## config.mk

```make
export PLATFORM = sky130hd
export DESIGN_NAME = bp_branch_profiler
export DESIGN_NICKNAME = d
export VERILOG_FILES = /design/src/logic/bp_prof_pkg.sv /design/src/logic/bp_branch_counters.sv /design/src/logic/bp_branch_histo_table.sv /design/src/logic/bp_branch_profiler.sv /design/src/logic/bp_fe_cmd_decoder.sv
export SDC_FILE = /design/constraint.sdc
export NUM_CORES = 2
export LEC_CHECK = 0
export BUFFER_PORTS_ARGS = -buffer_cell sky130_fd_sc_hd__buf_2
export CORE_MARGIN = 3
export CORE_UTILIZATION = 45
export CTS_CLUSTER_DIAMETER = 120
export DETAILED_ROUTE_END_ITERATION = 12
export GPL_ROUTABILITY_DRIVEN = 0
export GPL_TIMING_DRIVEN = 0
export SETUP_SLACK_MARGIN = 0.5
export SLEW_MARGIN = 0
export SYNTH_ARGS = -nofsm -noshare
export SYNTH_HDL_FRONTEND = slang
export SYNTH_SLANG_ARGS = --single-unit
```

## constraint.sdc

```tcl
create_clock -name clk_i -period 7.1 [get_ports clk_i]
set_input_delay 1.42 -clock clk_i [delete_from_list [all_inputs] [get_ports clk_i]]
set_output_delay 1.42 -clock clk_i [all_outputs]
set_load 0.005 [all_outputs]
```

## src/logic/bp_prof_pkg.sv

```systemverilog
package bp_prof_pkg;

  localparam int VADDR_WIDTH     = 39;
  localparam int STAT_WIDTH      = 32;
  localparam int HISTO_ENTRIES   = 8;
  localparam int HISTO_IDX_WIDTH = 3;
  localparam int HISTO_CNT_WIDTH = 16;

  typedef enum logic [2:0]
  {
    e_op_state_reset    = 3'd0
    , e_op_pc_redirection = 3'd1
    , e_op_attaboy        = 3'd2
    , e_op_icache_fence   = 3'd3
    , e_op_itlb_fill      = 3'd4
  } bp_fe_cmd_opcode_e;

  // Branch class and prediction source as forwarded by the front end
  typedef struct packed
  {
    logic       is_br;
    logic       is_jal;
    logic       is_jalr;
    logic       src_btb;   // Target came from the BTB
    logic       src_ret;   // Target came from the return stack
    logic       bht_taken;
    logic [1:0] spare;
  } bp_branch_metadata_s;

  typedef struct packed
  {
    logic [1:0]          redirect_reason;
    logic [1:0]          misprediction_kind;
    bp_branch_metadata_s branch_metadata;
  } bp_fe_cmd_pc_redirect_operands_s;

  typedef struct packed
  {
    bp_branch_metadata_s branch_metadata;
    logic [3:0]          target_hint;   // Not used by the profiler
  } bp_fe_cmd_attaboy_s;

  // The metadata sits low in a redirect and high in an attaboy
  typedef union packed
  {
    bp_fe_cmd_pc_redirect_operands_s pc_redirect_operands;
    bp_fe_cmd_attaboy_s              attaboy;
  } bp_fe_cmd_operands_u;

  typedef struct packed
  {
    bp_fe_cmd_opcode_e        opcode;
    logic [VADDR_WIDTH-1:0]   vaddr;
    bp_fe_cmd_operands_u      operands;
  } bp_fe_cmd_s;

  typedef struct packed
  {
    logic [STAT_WIDTH-1:0] instr_cnt;
    logic [STAT_WIDTH-1:0] attaboy_cnt;
    logic [STAT_WIDTH-1:0] redirect_cnt;
    logic [STAT_WIDTH-1:0] br_cnt;
    logic [STAT_WIDTH-1:0] jal_cnt;
    logic [STAT_WIDTH-1:0] jalr_cnt;
    logic [STAT_WIDTH-1:0] btb_hit_cnt;
    logic [STAT_WIDTH-1:0] ras_hit_cnt;
    logic [STAT_WIDTH-1:0] bht_hit_cnt;
  } bp_branch_stats_s;

  typedef struct packed
  {
    logic                       valid;
    logic [VADDR_WIDTH-1:0]     vaddr;
    logic [HISTO_CNT_WIDTH-1:0] occ_cnt;
    logic [HISTO_CNT_WIDTH-1:0] miss_cnt;
  } bp_histo_entry_s;

  // Plain wrapping add of a one-bit strobe
  function automatic logic [STAT_WIDTH-1:0] stat_inc
    (input logic [STAT_WIDTH-1:0] cnt
     , input logic v
     );
    return cnt + STAT_WIDTH'(v);
  endfunction

  // Table counts stick at all ones
  function automatic logic [HISTO_CNT_WIDTH-1:0] cnt_sat_inc
    (input logic [HISTO_CNT_WIDTH-1:0] cnt
     , input logic v
     );
    return (v && (cnt != '1)) ? cnt + HISTO_CNT_WIDTH'(1) : cnt;
  endfunction

endpackage

```

## src/logic/bp_branch_counters.sv

```systemverilog
module bp_branch_counters
  (input  logic                               clk_i
   , input  logic                             reset_i

   , input  logic                             commit_v_i
   , input  logic                             attaboy_v_i
   , input  logic                             redirect_v_i
   , input  bp_prof_pkg::bp_branch_metadata_s metadata_i

   , input  logic                             program_finish_i

   , output bp_prof_pkg::bp_branch_stats_s    stats_o
   , output logic                             report_v_o
   );

  bp_prof_pkg::bp_branch_stats_s stats_r;

  logic cmd_v;
  logic program_finish_r;
  logic report_r;

  // Either resolved command carries a valid branch class
  assign cmd_v = attaboy_v_i | redirect_v_i;

  always_ff @(posedge clk_i)
  begin
    if (reset_i)
    begin
      stats_r <= '0;
    end
    else
    begin
      stats_r.instr_cnt    <= bp_prof_pkg::stat_inc(stats_r.instr_cnt, commit_v_i);
      stats_r.attaboy_cnt  <= bp_prof_pkg::stat_inc(stats_r.attaboy_cnt, attaboy_v_i);
      stats_r.redirect_cnt <= bp_prof_pkg::stat_inc(stats_r.redirect_cnt, redirect_v_i);

      stats_r.br_cnt   <= bp_prof_pkg::stat_inc(stats_r.br_cnt, cmd_v & metadata_i.is_br);
      stats_r.jal_cnt  <= bp_prof_pkg::stat_inc(stats_r.jal_cnt, cmd_v & metadata_i.is_jal);
      stats_r.jalr_cnt <= bp_prof_pkg::stat_inc(stats_r.jalr_cnt, cmd_v & metadata_i.is_jalr);

      // Hits are only known on a confirmed prediction
      stats_r.btb_hit_cnt <= bp_prof_pkg::stat_inc(stats_r.btb_hit_cnt,
                                                   attaboy_v_i & metadata_i.src_btb);
      stats_r.ras_hit_cnt <= bp_prof_pkg::stat_inc(stats_r.ras_hit_cnt,
                                                   attaboy_v_i & metadata_i.src_ret);
      stats_r.bht_hit_cnt <= bp_prof_pkg::stat_inc(stats_r.bht_hit_cnt,
                                                   attaboy_v_i & metadata_i.is_br);
    end
  end

  // A finish seen high right out of reset still counts as a rising edge
  always_ff @(posedge clk_i)
  begin
    if (reset_i)
    begin
      program_finish_r <= 1'b0;
      report_r         <= 1'b0;
    end
    else
    begin
      program_finish_r <= program_finish_i;
      report_r         <= program_finish_i & ~program_finish_r;
    end
  end

  assign stats_o    = stats_r;
  assign report_v_o = report_r;   // One cycle after the edge

endmodule

```

## src/logic/bp_branch_histo_table.sv

```systemverilog
module bp_branch_histo_table
  (input  logic                                         clk_i
   , input  logic                                       reset_i

   , input  logic                                       attaboy_v_i
   , input  logic                                       redirect_v_i
   , input  logic [bp_prof_pkg::VADDR_WIDTH-1:0]        vaddr_i

   , input  logic [bp_prof_pkg::HISTO_IDX_WIDTH-1:0]    histo_idx_i
   , output bp_prof_pkg::bp_histo_entry_s               histo_entry_o
   , output logic [bp_prof_pkg::STAT_WIDTH-1:0]         histo_overflow_o
   );

  bp_prof_pkg::bp_histo_entry_s table_r [bp_prof_pkg::HISTO_ENTRIES];
  logic [bp_prof_pkg::STAT_WIDTH-1:0] overflow_r;

  logic                                      cmd_v;
  logic [bp_prof_pkg::HISTO_ENTRIES-1:0]     hit_vec;
  logic [bp_prof_pkg::HISTO_ENTRIES-1:0]     free_vec;
  logic                                      hit_v;
  logic                                      free_v;
  logic [bp_prof_pkg::HISTO_IDX_WIDTH-1:0]   hit_idx;
  logic [bp_prof_pkg::HISTO_IDX_WIDTH-1:0]   free_idx;

  assign cmd_v = attaboy_v_i | redirect_v_i;

  // Parallel compare against every row
  always_comb
  begin
    for (int i = 0; i < bp_prof_pkg::HISTO_ENTRIES; i++)
    begin
      hit_vec[i]  = table_r[i].valid & (table_r[i].vaddr == vaddr_i);
      free_vec[i] = ~table_r[i].valid;
    end
  end

  assign hit_v  = |hit_vec;
  assign free_v = |free_vec;

  // Scan from the top so the lowest set row wins
  always_comb
  begin
    hit_idx  = '0;
    free_idx = '0;
    for (int i = bp_prof_pkg::HISTO_ENTRIES - 1; i >= 0; i--)
    begin
      if (hit_vec[i])
      begin
        hit_idx = bp_prof_pkg::HISTO_IDX_WIDTH'(i);
      end
      if (free_vec[i])
      begin
        free_idx = bp_prof_pkg::HISTO_IDX_WIDTH'(i);
      end
    end
  end

  always_ff @(posedge clk_i)
  begin
    if (reset_i)
    begin
      for (int i = 0; i < bp_prof_pkg::HISTO_ENTRIES; i++)
      begin
        table_r[i] <= '0;
      end
      overflow_r <= '0;
    end
    else if (cmd_v)
    begin
      if (hit_v)
      begin
        table_r[hit_idx].occ_cnt  <= bp_prof_pkg::cnt_sat_inc(table_r[hit_idx].occ_cnt, 1'b1);
        table_r[hit_idx].miss_cnt <= bp_prof_pkg::cnt_sat_inc(table_r[hit_idx].miss_cnt,
                                                              redirect_v_i);
      end
      else if (free_v)
      begin
        table_r[free_idx].valid    <= 1'b1;
        table_r[free_idx].vaddr    <= vaddr_i;
        table_r[free_idx].occ_cnt  <= bp_prof_pkg::HISTO_CNT_WIDTH'(1);
        table_r[free_idx].miss_cnt <= bp_prof_pkg::HISTO_CNT_WIDTH'(redirect_v_i);
      end
      else
      begin
        overflow_r <= bp_prof_pkg::stat_inc(overflow_r, 1'b1);   // Table full, address lost
      end
    end
  end

  assign histo_entry_o    = table_r[histo_idx_i];
  assign histo_overflow_o = overflow_r;

endmodule

```

## src/logic/bp_branch_profiler.sv

```systemverilog
module bp_branch_profiler
  (input  logic                                        clk_i
   , input  logic                                      reset_i

   , input  bp_prof_pkg::bp_fe_cmd_s                   fe_cmd_i
   , input  logic                                      fe_cmd_yumi_i
   , input  logic                                      commit_v_i
   , input  logic                                      program_finish_i
   , input  logic [bp_prof_pkg::HISTO_IDX_WIDTH-1:0]   histo_idx_i

   , output bp_prof_pkg::bp_branch_stats_s             stats_o
   , output bp_prof_pkg::bp_histo_entry_s              histo_entry_o
   , output logic [bp_prof_pkg::STAT_WIDTH-1:0]        histo_overflow_o
   , output logic                                      report_v_o
   );

  logic                                  attaboy_v;
  logic                                  redirect_v;
  bp_prof_pkg::bp_branch_metadata_s      metadata;
  logic [bp_prof_pkg::VADDR_WIDTH-1:0]   vaddr;

  bp_fe_cmd_decoder bp_fe_cmd_decoder_i
    (.fe_cmd_i(fe_cmd_i)
     ,.fe_cmd_yumi_i(fe_cmd_yumi_i)
     ,.attaboy_v_o(attaboy_v)
     ,.redirect_v_o(redirect_v)
     ,.metadata_o(metadata)
     ,.vaddr_o(vaddr)
     );

  bp_branch_counters bp_branch_counters_i
    (.clk_i(clk_i)
     ,.reset_i(reset_i)
     ,.commit_v_i(commit_v_i)
     ,.attaboy_v_i(attaboy_v)
     ,.redirect_v_i(redirect_v)
     ,.metadata_i(metadata)
     ,.program_finish_i(program_finish_i)
     ,.stats_o(stats_o)
     ,.report_v_o(report_v_o)
     );

  bp_branch_histo_table bp_branch_histo_table_i
    (.clk_i(clk_i)
     ,.reset_i(reset_i)
     ,.attaboy_v_i(attaboy_v)
     ,.redirect_v_i(redirect_v)
     ,.vaddr_i(vaddr)
     ,.histo_idx_i(histo_idx_i)
     ,.histo_entry_o(histo_entry_o)
     ,.histo_overflow_o(histo_overflow_o)
     );

endmodule

```

## src/logic/bp_fe_cmd_decoder.sv

```systemverilog
module bp_fe_cmd_decoder
  (input  bp_prof_pkg::bp_fe_cmd_s               fe_cmd_i
   , input  logic                                fe_cmd_yumi_i

   , output logic                                attaboy_v_o
   , output logic                                redirect_v_o
   , output bp_prof_pkg::bp_branch_metadata_s    metadata_o
   , output logic [bp_prof_pkg::VADDR_WIDTH-1:0] vaddr_o
   );

  logic is_redirect_op;
  logic is_attaboy_op;

  assign is_redirect_op = (fe_cmd_i.opcode == bp_prof_pkg::e_op_pc_redirection);
  assign is_attaboy_op  = (fe_cmd_i.opcode == bp_prof_pkg::e_op_attaboy);

  // Only a command the front end actually takes counts
  assign redirect_v_o = fe_cmd_yumi_i & is_redirect_op;
  assign attaboy_v_o  = fe_cmd_yumi_i & is_attaboy_op;

  // The opcode picks which layout of the operand word is live
  always_comb
  begin
    if (is_redirect_op)
    begin
      metadata_o = fe_cmd_i.operands.pc_redirect_operands.branch_metadata;
    end
    else
    begin
      metadata_o = fe_cmd_i.operands.attaboy.branch_metadata;   // Also the don't-care case
    end
  end

  assign vaddr_o = fe_cmd_i.vaddr;

endmodule

```

==> results.txt <==
RSZ-0062 raised after global routing - false
Yosys warnings - 0
Post-Syn Instances - 4,106
largest net degree at the start of global routing - 41
cell area power density - 220.0 nW/um2
Synth Net Count - 4,189
Slew Limit Fails - 0
Reg clk slew, reported paths - 0.06 ns
placed cells - 5,891
drt pass-1 iters - 13
Util after Layout - 53.08%
Final min period - 6.733 ns
register area share after synthesis - 50.59%
Post-synth ARST share - 0%
Final TNS setup - 0 ns
Floorplan Core Area - 102,600 um2
Worst Max-Slew Pin Slew - 1.305 ns
Vias - 35,805
Final Hold Fails - 0
dominant synthesized flop cell - edfxtp_1
num rows - 117
Worst Skew - 0.04809 ns
initial antenna violation count - 6
die height - 329.0 um
die width - 329.0 um
HP Class - flop to flop
Max stage delay cell, worst path - or2_4
crit-path max FO - 40
Worst VDD drop - 0.1670 mV
first-pass GRT wire length - 240,800 um
Max Cap Viol - 0
LEAKAGE - 20.14 nW
overall routing resource usage - 30.71%
1st-iter DRT viols - 3,893
CP endpoint kind - flop
crit path launch type - input pin
CTS buffer count - 99
Congestion Overflow GR - 0
fillers - 9,072
dpl ws - -1.066 ns
Slew Limit Headroom - 13.03%
Synth Cell Area - 46,930 um2
vias in the first global route - 34,340
share of the synthesized area in the top cell type - 36.85%
die area - 108,200 um2
final net count - 4,712
failing checks - DRC
Post-DP HPWL - 123,400 um
status - finished, violations left
Pwr Total - 11.99 mW
Initial Utilization - 45.74%
TritonCTS Sinks - 898
kind of critical path - input pin to flop
Root Driver - clkbuf_16
arrival time at the worst endpoint - 7.06 ns
Clock Tree Buf Depth - 3
Clock Latency Late Sink - 0.72 ns
post-route ant nets - 0
flop-to-flop setup slack - 0.77 ns
share of cells above drive strength 1 - 22.40%
commonest non-fill, non-tap cells in the layout - nor2_1, edfxtp_1, buf_2
Setup WS post-layout - 0.3674 ns
FMAX - 0.1485 GHz
CP cell instances - buf_6 -> xnor2_1 -> nand4_1 -> nor4_4 -> and3_1 -> or4b_1 -> or3_1 -> clkbuf_1 -> a311oi_1 -> nor2_1 -> o21ai_0 -> nor2_1 -> clkbuf_1 -> or2_4
post-synth cell types - 90
EDFF count, synth - 576
fin cells - 6,077
syn_area_per_cell - 11.43 um2
worst path required time - 7.42 ns
Wirelength per Cell - 27.89 um
overall routed net length - 169,500 um
H-tree depth - 3
Avg Vias per Cell - 5.892
DR DRC count - 1
final setup violating endpoints - 0
Layout area overhead - 16.05%
CTS tree - yes
# IOs - 455
Synth area leaders - edfxtp_1, dfxtp_1, mux4_2, xnor2_1, nor2_1
CP max stage delay - 0.75 ns
cell taking the most area after synthesis - edfxtp_1
most common cell after layout, fill and taps aside - nor2_1
I/O Buffers - 408
Seq cells post-synth - 898
fin crit share - 94.82%
-- logic make-up (layout without fill, tap and decap cells) --
logic type / after synthesis / in the layout / synth area share, %
mux: 340 / 340 / 11.38
flops: 898 / 898 / 50.59
xor+xnor: 594 / 594 / 11.49
simple gates: 1743 / 1745 / 19.14
other cells: 0 / 3 / 0
fa+ha+maj: 21 / 21 / 0.5598
buf+inv: 294 / 892 / 3.447
compound gates: 216 / 216 / 3.396
-- critical path: cells and delay by family --
| family | cells | cell delay, ns |
|---|---|---|
| AND/OR/NAND/NOR | 8 | 3.12 |
| buffers and inverters | 3 | 1.12 |
| XOR/XNOR | 1 | 0.72 |
| AO/OA/AOI/OAI | 2 | 0.62 |
-- metrics by stage --
| step | instance area (um2) | hold WS, ns |
|---|---|---|
| global placement | 50690 | 0.3760 |
| floorplan | 46930 | 0.3674 |
| finish | 54470 | 0.3903 |
| global route | 54460 | 0.4137 |
| detailed placement | 50910 | 0.3846 |
| CTS | 54090 | 0.3945 |
-- synth_stat cells (all sizes together), types with 14 or more instances --
| cell | count |
|---|---|
| nor2 | 598 |
| edfxtp | 576 |
| xnor2 | 366 |
| and2 | 326 |
| dfxtp | 322 |
| xor2 | 228 |
| nand4 | 203 |
| nand2 | 185 |
| clkbuf | 144 |
| mux4 | 144 |
| nand3 | 135 |
| buf | 121 |
| mux2 | 105 |
| mux2i | 91 |
| and3 | 90 |
| a21oi | 56 |
| o21ai | 50 |
| or3 | 43 |
| nor4 | 42 |
| nor2b | 31 |
| inv | 29 |
| nor3 | 25 |
| nand2b | 24 |
| ha | 21 |
| a211oi | 16 |
| o221a | 16 |
| o2bb2ai | 15 |
| a221o | 14 |
-- registers in the layout (all words and copies together), names as in the netlist --
| name | flops |
|---|---|
| bp_branch_counters_i.stats_o | 288 |
| bp_branch_counters_i.report_v_o | 1 |
| bp_branch_counters_i.program_finish_r | 1 |
| bp_branch_histo_table_i.histo_overflow_o | 32 |
| bp_branch_histo_table_i.table_r | 576 |
-- area by class of cell --
cell class	instances	area (um2)	area share [%]
antenna	3	7.507	0.01378
buffer	265	1530	2.809
clock buffer	147	2874	5.276
clock inverter	31	221.5	0.4066
inverter	29	108.9	0.1998
multi-input combinational	2916	22020	40.43
sequential	898	23740	43.59
tap	1368	1712	3.142
timing repair buffer	420	2252	4.135
-- worst paths after layout --
| kind | start | end | cells past startpoint |
|---|---|---|---|
| setup / recovery | fe_cmd_i[35] | bp_branch_histo_table_i.table_r[1][50]$_SDFFCE_PN0P_ | 14 |
| hold reg to reg | bp_branch_counters_i.program_finish_r$_SDFF_PP0_ | bp_branch_counters_i.report_v_o$_SDFF_PP0_ | 1 |
| setup reg to reg | bp_branch_histo_table_i.table_r[6][55]$_SDFFCE_PN0P_ | bp_branch_histo_table_i.table_r[1][50]$_SDFFCE_PN0P_ | 13 |
| hold / removal | bp_branch_counters_i.program_finish_r$_SDFF_PP0_ | bp_branch_counters_i.report_v_o$_SDFF_PP0_ | 1 |
-- routing by layer --
layer | global-route usage, % | vias up | part of all wire [%]
met2 | 46.75 | 1922 | 44
met5 | 0 | - | 0.056
li1 | - | 15720 | -
met1 | 38.37 | 17655 | 38
met4 | 13.59 | 6 | 5.1
met3 | 12.59 | 502 | 13
-- timing repair --
item	CTS	global route
buffers inserted	0	3
pin swaps	1	3
gates cloned	0	2
endpoints found under the setup margin	557	566
hold endpoints to repair	0	0
gates resized for setup	21	52
hold buffers	0	0
-- power breakdown --
group          internal, mW  total, mW  switching (mW)
logic                 0.412       1.17           0.755
clock network          2.86       5.06            2.20
registers              5.67       5.76          0.0883
total                  8.94       12.0            3.04
No activity file was read; power rests on OpenSTA's default activity.
